## src/logic/memsys_pkg.sv

```systemverilog
`default_nettype none

package memsys_pkg;

    ////////////////////
    // bus widths
    ////////////////////

    // byte address
    localparam int addr_width = 32;
    // one memory word
    localparam int word_width = 64;
    // tag 0 means no tag
    localparam int tag_width = 4;
    localparam int tag_count = 1 << tag_width;

    // word index out of the byte address
    localparam int word_bytes = word_width / 8;
    localparam int offset_width = $clog2(word_bytes);

    ////////////////////
    // memory model
    ////////////////////

    // accepting edge to data return
    localparam int mem_latency = 4;
    localparam int mem_words = 256;
    localparam int index_width = $clog2(mem_words);

    ////////////////////
    // fetch
    ////////////////////

    localparam logic [addr_width-1:0] reset_pc = '0;
    // max fetch reads in flight
    localparam int fetch_depth = 4;
    localparam int fetch_count_width = $clog2(fetch_depth + 1);

    // bus commands
    typedef enum logic [1:0] {
        bus_none  = 2'h0,
        bus_load  = 2'h1,
        bus_store = 2'h2
    } bus_command_t;

    // who issued a tagged load
    typedef enum logic {
        owner_fetch = 1'b0,
        owner_data  = 1'b1
    } bus_owner_t;

endpackage

`default_nettype wire

```

## src/logic/fetch_unit.sv

```systemverilog
`default_nettype none

module fetch_unit import memsys_pkg::*; (
    input  wire                    clock,
    input  wire                    reset,
    // level, fetch runs while high
    input  wire                    fetch_enable,
    // request side toward the arbiter
    output logic                   fetch_req,
    output logic [addr_width-1:0]  fetch_addr,
    input  wire                    fetch_grant,
    // routed returns from the arbiter
    input  wire                    fetch_rvalid,
    input  wire  [word_width-1:0]  fetch_rdata,
    // instruction stream out
    output logic                   inst_valid,
    output logic [addr_width-1:0]  inst_pc,
    output logic [word_width-1:0]  inst_data
);

    ////////////////////
    // state
    ////////////////////

    // next address to request
    logic [addr_width-1:0]        next_pc;
    // address of the next word to come back
    logic [addr_width-1:0]        expect_pc;
    // reads sent, not yet returned
    logic [fetch_count_width-1:0] inflight_count;
    // request went out this cycle
    logic                         fetch_taken;

    // stop asking once the window is full
    assign fetch_req   = fetch_enable && (inflight_count < fetch_count_width'(fetch_depth));
    assign fetch_addr  = next_pc;
    assign fetch_taken = fetch_req && fetch_grant;

    ////////////////////
    // request address
    ////////////////////

    // held while not granted
    always_ff @(posedge clock or posedge reset) begin
        if (reset) begin
            next_pc <= reset_pc;
        end else if (fetch_taken) begin
            next_pc <= next_pc + addr_width'(word_bytes);
        end
    end

    ////////////////////
    // in-flight count
    ////////////////////

    always_ff @(posedge clock or posedge reset) begin
        if (reset) begin
            inflight_count <= '0;
        end else begin
            case ({fetch_taken, fetch_rvalid})
                // new read, nothing back
                2'b10: inflight_count <= inflight_count + 1'b1;
                // word back, no new read
                2'b01: inflight_count <= inflight_count - 1'b1;
                // both or neither, count unchanged
                default: inflight_count <= inflight_count;
            endcase
        end
    end

    ////////////////////
    // return tracking
    ////////////////////

    // memory answers in order, so the pc is implied
    always_ff @(posedge clock or posedge reset) begin
        if (reset) begin
            expect_pc <= reset_pc;
        end else if (fetch_rvalid) begin
            expect_pc <= expect_pc + addr_width'(word_bytes);
        end
    end

    // pass each return straight out
    assign inst_valid = fetch_rvalid;
    assign inst_pc    = expect_pc;
    assign inst_data  = fetch_rdata;

    ////////////////////
    // checks
    ////////////////////

    // window never overfills
    a_inflight_bound: assert property (@(posedge clock) disable iff (reset)
        inflight_count <= fetch_count_width'(fetch_depth));

    // arbiter only routes words we asked for
    a_return_expected: assert property (@(posedge clock) disable iff (reset)
        fetch_rvalid |-> (inflight_count != '0));

endmodule

`default_nettype wire

```

## config.mk

```make
export PLATFORM = sky130hd
export DESIGN_NAME = fetch_unit
export DESIGN_NICKNAME = d
export VERILOG_FILES = /design/src/logic/memsys_pkg.sv /design/src/logic/fetch_unit.sv
export SDC_FILE = /design/constraint.sdc
export NUM_CORES = 1
export LEC_CHECK = 0
export CAP_MARGIN = 5
export CORE_ASPECT_RATIO = 1.25
export CORE_UTILIZATION = 37
export CTS_CLUSTER_SIZE = 8
export DETAILED_ROUTE_END_ITERATION = 12
export DONT_BUFFER_PORTS = 1
export SLEW_MARGIN = 40
export SYNTH_ARGS = -nofsm -noshare
export SYNTH_HDL_FRONTEND = slang
export SYNTH_SLANG_ARGS = --single-unit
```

## constraint.sdc

```tcl
create_clock -name clock -period 2 [get_ports clock]
set_input_delay 0.2 -clock clock [delete_from_list [all_inputs] [get_ports clock]]
set_output_delay 0.2 -clock clock [all_outputs]
set_load 0.01 [all_outputs]
```

==> flow_summary.yaml <==
flow_run:
  maxCapViolCount: 0
clock_network:
  cts.clk_slew.worst_paths_ps: 60
  holdBufCountCts: 2
  clock_path_buffers: 2
  clock-sinks: 61
  cts_max_level: 3
  clockRootBuffer: "clkbuf_8"
  clkLatencyLatePin_ps: 330
  cts_buffers: 9
  cts_setup_buffers: 0
  cts_resized: 0
  cts_tree: "yes"
routing:
  drc: 0
  firstDrtPassIters: 4
  drt-initial-drc-count: 36
  drt-wirelength-per-cell_microns: 16.0
  ant_nets: 0
  vias: 1984
  viasPerCell: 5.02
  wirelength_mm: 6.31
sta:
  finalSetupViolations: 0
  rsz0062_at_grt: "no"
  hold_viol: 0
  slew_viol_final: 0
  setup_ws_ps: 206
  fin_skew_ps: 7.93
  max_slew_margin_pct: 56.7
  fin_tns_setup_ps: 0
  fin_crit_sh_pct: 89.7
  worst_pin_slew_ps: 648
  fin_crit_ps: 1790
  max_clock_freq_mhz: 557
logic_synthesis:
  synth_top_cell_area_share_pct: 45.2
  ys_warn_count: 0
  synth_seq_cells: 61
  async_flop_share_pct: 100
  yosysTopAreaCell: "dfrtp_1"
  synthTopCellsByCount: "71 x buf_4, 61 x dfrtp_1, 32 x xnor2_1, 27 x xor2_1, 23 x nand2_1"
  synth_edf_count: 0
  ys_seq_area_share_pct: 45.2
  netlist_area_sq_um: 3380
  ys.flop_type: "dfrtp_1"
  yosys.cell_types.count: 34
  syn_area_per_cell_sq_um: 10.5
  syn_inst: 322
  synth.most_common_cell: "buf_4"
  synthTopCellsByArea: "dfrtp_1 45%, buf_4 16%, xnor2_1 8.3%, xor2_1 7.0%, nand3_1 3.0%"
power_and_ir_drop:
  peakVddDrop_mv: 0.534
  report.power.total_uw: 3230
  pwr_density_cell_nw_per_um2: 980
  leakage_uw: 0.00157
critical_path:
  crit_required_ps: 2250
  worstSetupEndpointType: "register"
  worst_r2r_path_depth: 8
  crit_path_top_delay_cell: "dfrtp_1"
  critPathKind: "register to register"
  worst-endpoint-arrival_ps: 2040
  path_depth: 8
  cp_cell_sequence: "and3b_1 -> inv_1 -> ha_1 -> inv_1 -> fa_1 -> xor2_1 -> nor2_1 -> xor2_1"
  cp-startpoint: "inflight_count[2]"
  critical-path-max-stage-delay_ps: 410
  r2r-start: "inflight_count[2]"
  path_buf_inv: 2
  crit_path_start_kind: "register"
  regToRegEndpoint: "inflight_count[2]"
  reg2reg_slack_ps: 210
  crit_path_end: "inflight_count[2]"
  path_max_fanout: 4
  critPathTopFamily: "adder cells"
cells_and_area:
  nets: 344
  final_area_sq_um: 3290
  antenna_cells: 0
  area_growth_pct: -2.59
  layout-drive-gt1-share_pct: 12.0
outcome:
  outcome: "finished clean"
floorplanning:
  start_util_pct: 38.4
  die_x_microns: 87.5
  pin_count: 199
  die_y_microns: 109
  fp.coreArea_sq_um: 8800
  die_area_sq_um: 9520
  num_rows: 38
placed_design:
  gp_congestion: 0.747
  dp_hpwl_mm: 4.54
  port_buffers: 0
  pre_cts_slack_ps: 202
  dpl-instance-area_sq_um: 3060
hold_path:
  min_path_type: "primary input to register"
  min_delay_path_depth: 2
global_routing:
  grt_pass1_wl_mm: 10.4
  antenna_found_initial: 0
  grt_pass1_vias: 2096
  track_usage_pct: 14.1
  grt_start_max_net_pins: 33
  grt.overflow.total: 0
-- stage by stage --
step / utilization, % / cells / hold WS (ps)
2_1_floorplan: - / 327 / 287
3_3_place_gp: 34.8 / 378 / 213
3_5_place_dp: 34.8 / 378 / 217
4_1_cts: 37.4 / 395 / 3.51
5_1_grt: 37.4 / 395 / 11.2
6_report: 37.4 / 395 / 22.9
-- flip-flops by register name, summed over array words and instances, names as in the netlist --
name	count
fetch_addr	29
inst_pc	29
inflight_count	3
-- where the power goes --
part / leakage (uW) / internal, uW / switching [uW]
registers: 0.000818 / 1370 / 224
logic: 0.000642 / 213 / 229
clock network: 0.000112 / 722 / 463
-- cells in the final DEF, fill, tap and decap left out, types with 2 or more instances in the layout --
master / netlist / routed
buf_4: 71 / 7
xor2_1: 27 / 27
clkinv_2: 0 / 3
conb_1: 1 / 6
xnor2_1: 32 / 32
nor3_1: 4 / 4
nand4_2: 2 / 2
inv_1: 9 / 8
and4_1: 6 / 6
bufinv_16: 0 / 2
and2_1: 2 / 2
nor4b_2: 2 / 2
nor2_1: 7 / 7
nand2_1: 23 / 23
nor4_1: 12 / 12
dfrtp_1: 61 / 61
clkbuf_8: 0 / 10
nand4_1: 11 / 11
and3_1: 10 / 10
dlygate4sd3_1: 0 / 2
nand3_1: 20 / 20
ha_1: 3 / 3
-- cell families (layout without fill, tap and decap cells) --
family | Yosys count | after routing | share of synthesized area (%)
buf+inv | 86 | 34 | 17.6
simple gates | 109 | 109 | 19.6
compound gates | 1 | 1 | 0.148
mux | 1 | 1 | 0.333
flops | 61 | 61 | 45.2
other cells | 1 | 6 | 0.111
xor+xnor | 59 | 59 | 15.3
fa+ha+maj | 4 | 4 | 1.70
-- layout make-up --
class / instances / area [sq um]
fill: 885 / 5500
sequential: 61 / 1530
inverter: 9 / 33.8
timing repair buffer: 10 / 92.6
tap: 120 / 150
clock inverter: 5 / 75.1
clock buffer: 10 / 138
multi-input combinational: 180 / 1280
-- layer usage --
layer / GRT usage (%) / vias up / share of wire (%)
met5: 0 / - / 0
met3: 6.06 / 26 / 10
met2: 23.2 / 95 / 49
met1: 15.3 / 966 / 39
li1: - / 897 / -
met4: 7.73 / 0 / 2.6
-- how the worst min path moves through the flow --
| stage | start | endpoint | slack, ps |
|---|---|---|---|
| 4_1_cts | fetch_rvalid | inst_pc[5] | 4 |
| 6_report | fetch_rvalid | inst_pc[5] | 20 |
| 3_5_place_dp | reset | inst_pc[5] | 220 |
| 2_1_floorplan | fetch_rvalid | inst_pc[3] | 290 |
| 5_1_grt | fetch_rvalid | inst_pc[4] | 10 |
| 3_3_place_gp | reset | inst_pc[5] | 210 |
(Power assumes the default switching activity.)
