### config.mk
export PLATFORM = sky130hd
export DESIGN_NAME = bus_arbiter
export DESIGN_NICKNAME = d
export VERILOG_FILES = /design/src/logic/memsys_pkg.sv /design/src/logic/bus_arbiter.sv
export SDC_FILE = /design/constraint.sdc
export NUM_CORES = 1
export LEC_CHECK = 0
export BUFFER_PORTS_ARGS = -buffer_cell sky130_fd_sc_hd__clkbuf_2
export CORE_AREA = 4 4 166 168
export CTS_CLUSTER_SIZE = 16
export DETAILED_ROUTE_END_ITERATION = 12
export DIE_AREA = 0 0 170 172
export SETUP_SLACK_MARGIN = 0.4
export SLEW_MARGIN = 15
export SYNTH_ARGS = -nofsm -noshare
export SYNTH_HDL_FRONTEND = slang
export SYNTH_SLANG_ARGS = --single-unit
export TNS_END_PERCENT = 10
### constraint.sdc
create_clock -name clock -period 1.6 [get_ports clock]
set_input_delay 0.16 -clock clock [delete_from_list [all_inputs] [get_ports clock]]
set_output_delay 0.16 -clock clock [all_outputs]
set_load 0.02 [all_outputs]
### src/logic/memsys_pkg.sv
`default_nettype none

package memsys_pkg;

    ////////////////////
    // bus widths
    ////////////////////

    // byte address
    localparam int addr_width = 32;
    // one memory word
    localparam int word_width = 64;
    // tag 0 means no tag
    localparam int tag_width = 4;
    localparam int tag_count = 1 << tag_width;

    // word index out of the byte address
    localparam int word_bytes = word_width / 8;
    localparam int offset_width = $clog2(word_bytes);

    ////////////////////
    // memory model
    ////////////////////

    // accepting edge to data return
    localparam int mem_latency = 4;
    localparam int mem_words = 256;
    localparam int index_width = $clog2(mem_words);

    ////////////////////
    // fetch
    ////////////////////

    localparam logic [addr_width-1:0] reset_pc = '0;
    // max fetch reads in flight
    localparam int fetch_depth = 4;
    localparam int fetch_count_width = $clog2(fetch_depth + 1);

    // bus commands
    typedef enum logic [1:0] {
        bus_none  = 2'h0,
        bus_load  = 2'h1,
        bus_store = 2'h2
    } bus_command_t;

    // who issued a tagged load
    typedef enum logic {
        owner_fetch = 1'b0,
        owner_data  = 1'b1
    } bus_owner_t;

endpackage

`default_nettype wire

### src/logic/bus_arbiter.sv
`default_nettype none

module bus_arbiter import memsys_pkg::*; (
    input  wire                    clock,
    input  wire                    reset,
    // data port, single-cycle strobe
    input  wire                    data_req,
    input  wire                    data_store,
    input  wire  [addr_width-1:0]  data_addr,
    input  wire  [word_width-1:0]  data_wdata,
    // fetch unit request
    input  wire                    fetch_req,
    input  wire  [addr_width-1:0]  fetch_addr,
    output logic                   fetch_grant,
    // memory request side
    output bus_command_t           mem_command,
    output logic [addr_width-1:0]  mem_addr,
    output logic [word_width-1:0]  mem_wdata,
    // memory answer side
    input  wire  [tag_width-1:0]   mem_response,
    input  wire  [tag_width-1:0]   mem_tag,
    input  wire  [word_width-1:0]  mem_rdata,
    // routed returns
    output logic                   fetch_rvalid,
    output logic [word_width-1:0]  fetch_rdata,
    output logic                   load_valid,
    output logic [word_width-1:0]  load_data
);

    ////////////////////
    // owner table
    ////////////////////

    // owner per tag, payload only
    bus_owner_t           owner_table [tag_count];
    // tag has a load outstanding
    logic [tag_count-1:0] tag_live;
    // owner of the load going out now
    bus_owner_t           issue_owner;
    // owner of the word coming back
    bus_owner_t           return_owner;
    logic                 return_hit;

    ////////////////////
    // selection
    ////////////////////

    // data side first, fetch fills idle cycles
    always_comb begin
        mem_command = bus_none;
        mem_addr    = '0;
        mem_wdata   = '0;
        fetch_grant = 1'b0;
        issue_owner = owner_fetch;
        if (data_req) begin
            mem_command = data_store ? bus_store : bus_load;
            mem_addr    = data_addr;
            mem_wdata   = data_wdata;
            issue_owner = owner_data;
        end else if (fetch_req) begin
            // instruction reads are plain loads
            mem_command = bus_load;
            mem_addr    = fetch_addr;
            fetch_grant = 1'b1;
        end
    end

    // record who owns the tag memory just handed out
    always_ff @(posedge clock) begin
        if (mem_command == bus_load) begin
            owner_table[mem_response] <= issue_owner;
        end
    end

    // live bits, set wins over clear
    always_ff @(posedge clock or posedge reset) begin
        if (reset) begin
            tag_live <= '0;
        end else begin
            if (mem_tag != '0) begin
                tag_live[mem_tag] <= 1'b0;
            end
            if (mem_command == bus_load) begin
                tag_live[mem_response] <= 1'b1;
            end
        end
    end

    ////////////////////
    // return routing
    ////////////////////

    // tag 0 is an empty slot
    assign return_hit   = (mem_tag != '0);
    assign return_owner = owner_table[mem_tag];

    // exactly one strobe per returning tag
    assign fetch_rvalid = return_hit && (return_owner == owner_fetch);
    assign load_valid   = return_hit && (return_owner == owner_data);

    // same data bus for both, strobes pick the reader
    assign fetch_rdata = mem_rdata;
    assign load_data   = mem_rdata;

    ////////////////////
    // checks
    ////////////////////

    // each return matches a load we sent
    a_return_owned: assert property (@(posedge clock) disable iff (reset)
        return_hit |-> tag_live[mem_tag]);

    // memory always takes a load
    a_load_tagged: assert property (@(posedge clock) disable iff (reset)
        (mem_command == bus_load) |-> (mem_response != '0));

endmodule

`default_nettype wire

==> results.yml, run 1 <==
power_and_ir_drop:
  peakVddDrop_mv: 0.291
  power_frac_clock: 0.244
  power.share.combinational: 0.513
  cellLeakagePower_nw: 1.79
  cell_internal_pwr_mw: 1.29
  power.switching_fraction: 0.340
  power_switching_mw: 0.664
  seq_power_share: 0.243
  cellPowerDensity_nw_per_um2: 530
yosys:
  synth_area_per_cell_um2: 8.45
  synth-seq-area-share: 0.192
  synth_cell_types: 24
  synth_compound_gate_area_share: 0.119
  synthesis.yosys.warnings: 0
  mappedNetlistArea_um2: 2500
  post_synth_xor_area_fraction: 0
  netlist_top_cells_area: "buf_4 38%, edfxtp_1 19%, and2_1 16%, a22o_1 11%, mux4_1 4.2%"
  post_synth_net_total: 501
  share_of_yosys_cell_area_claimed_by_the_top_area_cell_type: 0.384
  synth_simple_gate_area_frac: 0.226
  main_combinational_cell_family_by_area_after_synthesis: "buffers and inverters"
  synth.mux.area_fraction: 0.0500
  syn-instance-count: 296
  synth_top_cell_by_area: "buf_4"
  synth_adder_area_share: 0
  yosys_register_bits: 16
drt:
  number_of_detailed_route_iterations_in_the_first_pass: 4
  wire_per_inst_um: 18.7
  drt_first_iter_violations: 47
  detail_route.vias_per_cell: 3.24
  dr_total_vias: 2399
  drc_errors: 0
  route.final.wire_length_mm: 13.9
  route.antenna.remaining_nets: 0
job:
  drv_cap: 0
place:
  placement.cell_area_um2: 3140
  detailed_place_hpwl_mm: 11.3
  placedCellCount: 731
  place.gp.congestion: 0.721
  io_buffers: 240
  dp_worst_setup_slack_ns: 0.00318
floorplan:
  core-area_um2: 25900
  fp.dieH_um: 172
  ios: 434
  initial_core_util: 0.0966
  die_w_um: 170
  row_count: 59
  design.die.area_um2: 29200
grt:
  number_of_antenna_violations_at_the_first_check_in_global_routing: 9
  globalRoute.totalOverflow: 0
  grt_pass1_vias: 2624
  use_met3: 0.0821
  maximum_number_of_pins_on_one_net_before_global_route_repair: 49
  grt_use_met1: 0.0937
  grt_util_met2: 0.128
  grt-busiest-layer: "met2"
  wire_length_of_the_first_global_routing_pass_mm: 18.4
  grtUsageTotal: 0.0885
cts:
  cts_num_sinks: 16
  clockBufferDepth: 2
  clk_pin_slew_ns: 0.05
  number_of_buffers_created_by_cts: 3
  htreeDepth: 1
  cts_hold_buf: 0
  clock_tree.root_cell: "clkbuf_16"
  tritoncts: "yes"
finish:
  final_nets: 611
  final_design_area_no_fill_um2: 3690
  antennaDiodeCount: 0
  filler_cell_count: 2966
  post_layout_nonfiller_instances: 740
  largest_register: "owner_table"
  number_of_flip_flops_under_the_largest_register_name: 16
  fraction_of_layout_cells_with_a_size_suffix_above_1: 0.652
  layout_top_registers: "owner_table: 16 flops"
  area_overhead_vs_synth_pct: 47.5
worst_setup_path:
  end_kind: "output pin"
  critPathLaunchType: "register"
  setup.worst_path.class: "reg2out"
  required_ns: 1.44
  timing.critical_path.fanout_max: 2
  cp.arrival_ns: 1.59
worst_hold_path:
  hp-class: "in2out"
sta:
  worst-slew-pin-transition_ns: 0.322
  maxSlewViolCount: 0
  clock.fmax_ghz: 0.572
  slew_headroom: 0.784
  final_ws_setup_ns: -0.147
  final-hold-violation-count: 0
  period_share: 1.09
  fin_crit_ns: 1.75
  setup_viol_count_final: 2
  setup_repair_after_global_routing_missed_its_margin: "yes"
status:
  run_status: "finished with violations"
  failed_checks: "setup timing"
-- worst paths after layout --
kind	start	to	slack [ns]	cells after the start
worst max-delay path	owner_table[12]	fetch_rvalid	-0.15	4
worst min-delay path	mem_rdata[38]	fetch_rdata[38]	0.32	0
-- per-layer routing --
metal,wire [um],up-vias
li1,-,1080
met1,4730,1028
met2,6020,235
met3,2760,38
met4,240,18
met5,111,-
-- cell type report --
cell class                      instances  area [um^2]  area share
Clock buffer                            3         75.1      0.0203
Clock inverter                          1         3.75     0.00102
Inverter                                2         7.51     0.00203
Multi-Input combinational cell        135          991       0.268
Sequential cell                        16          480       0.130
Tap cell                              335          419       0.114
Timing Repair Buffer                  248         1710       0.464
-- critical path: stages (launching register included) --
cell and delay [ns]:
edfxtp_1 0.36, mux4_2 0.50, mux2i_2 0.18, a22o_2 0.19, buf_8 0.11
-- synthesized netlist by cell type (all sizes together) --
cell	n
mux2i	2
nor2	14
and2	65
nand4b	2
nand4	1
mux4	4
nor2b	1
or3	1
edfxtp	16
o22ai	1
buf	132
or4	1
nand2b	2
or2	1
inv	2
nor3	4
nand2	3
a22o	33
clkbuf	11
-- stage by stage --
| stage | power, mW | TNS (ns) | hold WS [ns] | util |
|---|---|---|---|---|
| finish | 1.96 | -0.260 | 0.320 | 0.142 |
| global route | 2.07 | -0.425 | 0.320 | 0.142 |
| CTS | 1.97 | -0.309 | 0.314 | 0.141 |
| detailed placement | 1.32 | 0 | 0.320 | 0.121 |
| global placement | 1.31 | 0 | 0.320 | 0.121 |
| floorplan | 1.37 | 0 | 0.259 | - |
-- power groups by stage --
stage	registers (mW)	logic [mW]	clock network, mW
global placement	0.482	0.832	0
finish	0.475	1.00	0.478
CTS	0.475	1.01	0.491
floorplan	0.482	0.885	0
global route	0.475	1.08	0.516
detailed placement	0.483	0.840	0
-- kinds of logic (layout without fill, tap and decap cells) --
| kind of cell | after synthesis | count (layout) |
|---|---|---|
| AO/OA/AOI/OAI | 34 | 34 |
| buffers and inverters | 145 | 254 |
| flip-flops | 16 | 16 |
| multiplexers | 6 | 6 |
| AND/OR/NAND/NOR | 95 | 95 |
-- layout by cell type, fill, tap and decap left out --
master	synthesis	layout
a22o_1	32	32
a22o_2	1	1
and2_1	65	65
buf_12	0	3
buf_16	0	5
buf_4	128	2
buf_6	1	1
buf_8	0	1
clkbuf_16	0	3
clkbuf_2	0	201
clkbuf_4	0	2
clkbuf_8	0	33
clkinv_1	0	1
edfxtp_1	16	16
inv_1	1	1
inv_2	1	1
mux2i_2	0	2
mux4_2	0	4
nand2_1	2	2
nand2_4	1	1
nand2b_1	2	2
nand4_1	1	1
nand4b_1	2	2
nor2_1	14	14
nor2b_4	0	1
nor3_1	4	3
nor3_2	0	1
o22ai_1	1	1
or2_2	1	1
or3_1	1	1
or4_4	1	1
-- timing repair --
item                       CTS  global route
setup buffers                0             1
resized for setup           78             9
hold endpoints to repair     0             0
setup endpoints to repair   77            39
pin swaps                   31            29
gates cloned                 4             0
No activity file was read; power rests on OpenSTA's default activity.
==> run 2: changes to the inputs <==
--- a/config.mk
+++ b/config.mk
@@ -5,11 +5,11 @@
 export SDC_FILE = /design/constraint.sdc
 export NUM_CORES = 1
 export LEC_CHECK = 0
-export BUFFER_PORTS_ARGS = -buffer_cell sky130_fd_sc_hd__clkbuf_2
-export CORE_AREA = 4 4 166 168
+export CORE_AREA = 4 4 168 170
 export CTS_CLUSTER_SIZE = 16
 export DETAILED_ROUTE_END_ITERATION = 12
-export DIE_AREA = 0 0 170 172
+export DIE_AREA = 0 0 172 174
+export DONT_BUFFER_PORTS = 1
 export SETUP_SLACK_MARGIN = 0.4
 export SLEW_MARGIN = 15
 export SYNTH_ARGS = -nofsm -noshare
==> results.yml, run 2 (same netlist as run 1, synthesis figures left out) <==
finish:
  layout_utilization: 0.0770
  area_overhead_vs_synth_pct: -17.8
  mostFrequentLayoutCells: "65 x and2_1, 32 x a22o_1, 16 x edfxtp_1, 14 x nor2_1, 4 x mux4_2"
  filler_cell_count: 3128
  layout_top_registers: "owner_table: 16 flops"
  final_nets: 365
  layout.cells.most_common: "and2_1"
  largest_register: "owner_table"
  fraction_of_layout_cells_with_a_size_suffix_above_1: 0.119
  number_of_flip_flops_under_the_largest_register_name: 16
place:
  place.gp.congestion: 0.723
  io_buffers: 0
  detailed_place_hpwl_mm: 10.5
drt:
  drc_errors: 0
  dr_total_vias: 1526
  route.antenna.remaining_nets: 0
  detail_route.vias_per_cell: 3.00
  number_of_detailed_route_iterations_in_the_first_pass: 4
  wire_per_inst_um: 23.3
  route.final.wire_length_mm: 11.8
  drt_first_iter_violations: 83
cts:
  tritoncts: "yes"
  htreeDepth: 1
  cts_hold_buf: 0
  clock_tree.root_cell: "clkbuf_16"
  number_of_buffers_created_by_cts: 3
  clockBufferDepth: 2
  post_cts_buffers: 0
  cts_num_sinks: 16
  clk_pin_slew_ns: 0.05
power_and_ir_drop:
  peakVddDrop_mv: 0.213
  cellPowerDensity_nw_per_um2: 695
  cellLeakagePower_nw: 0.604
  post-layout-total-power_mw: 1.43
worst_setup_path:
  end_kind: "output pin"
  setup.worst_path.class: "reg2out"
  timing.critical_path.max_delay_family: "multiplexers"
  timing.critical_path.fanout_max: 2
  critPathLaunchType: "register"
  slowest_stage: "mux4_2"
  cpPeakStageDelay_ns: 0.50
  required_ns: 1.44
  path_cells: "mux4_2 -> mux2i_4 -> a22o_4"
  cp.arrival_ns: 1.50
  critical_path_buf_inv_count: 0
floorplan:
  core-area_um2: 26700
  initial_core_util: 0.0936
  design.die.area_um2: 29900
  ios: 434
  row_count: 60
  fp.dieH_um: 174
  die_w_um: 172
sta:
  worst-slew-pin-transition_ns: 0.366
  slew_headroom: 0.757
  clock.fmax_ghz: 0.601
  maxSlewViolCount: 0
  final-hold-violation-count: 0
  setup_viol_count_final: 2
  period_share: 1.04
  final_ws_setup_ns: -0.0636
  fin_crit_ns: 1.66
  tns_ns: -0.102
  setup_repair_after_global_routing_missed_its_margin: "yes"
grt:
  wire_length_of_the_first_global_routing_pass_mm: 14.9
  grt_pass1_vias: 1637
  grtUsageTotal: 0.0738
  number_of_antenna_violations_at_the_first_check_in_global_routing: 24
  globalRoute.totalOverflow: 0
  maximum_number_of_pins_on_one_net_before_global_route_repair: 117
status:
  failed_checks: "setup timing"
  run_status: "finished with violations"
job:
  drv_cap: 0
worst_hold_path:
  hp-class: "in2reg"
==> run 2: changes by cell type in the layout (fill, tap and decap cells not counted), sizes merged <==
cell / change
buf: -10
clkbuf: -236
diode: +9
==> run 2: stage by stage <==
stage | cell area, um^2 | worst slack (ns) | std cells | hold slack (ns)
global route | 2050 | -0.105 | 507 | 0.00530
finish | 2060 | -0.0636 | 509 | 0.0165
floorplan | 2490 | 0.262 | 296 | 0.259
detailed placement | 1930 | 0.143 | 496 | 0.270
CTS | 2010 | -0.107 | 500 | 0.0109
global placement | 1930 | 0.194 | 496 | 0.269
==> run 2: final cells by class <==
class | instances | area (um^2) | share of cell area
Clock inverter | 1 | 3.75 | 0.00182
Sequential cell | 16 | 480 | 0.234
Inverter | 2 | 7.51 | 0.00365
Timing Repair Buffer | 2 | 27.5 | 0.0134
Antenna cell | 9 | 22.5 | 0.0109
Multi-Input combinational cell | 135 | 1010 | 0.493
Clock buffer | 3 | 75.1 | 0.0365
Tap cell | 341 | 427 | 0.207
==> run 2: per-layer routing <==
metal  wire (um)  vias up  GRT usage
met5         168        -          0
met4         178       28     0.0223
met3        2320       36     0.0737
met2        5700      217      0.117
met1        3480      649     0.0646
li1            -      596          -
==> run 2: repair_timing <==
item / in CTS / in global routing
endpoints found under the setup margin: 2 / 2
resized for setup: 1 / 4
pin swaps: 1 / 2
==> run 2: power by group <==
group	internal, mW	switching [mW]	total (mW)	leakage [nW]
Sequential	0.473	0.00221	0.475	0.145
Clock	0.331	0.149	0.480	0.0386
Combinational	0.138	0.337	0.475	0.420
Total	0.942	0.488	1.43	0.604
==> run 2: path summary, 6_finish.rpt <==
path      startpoint        endpoint  slack (ns)  depth (start not counted)
max   owner_table[9]    fetch_rvalid       -0.06                          3
min         data_req  owner_table[8]        0.02                          0
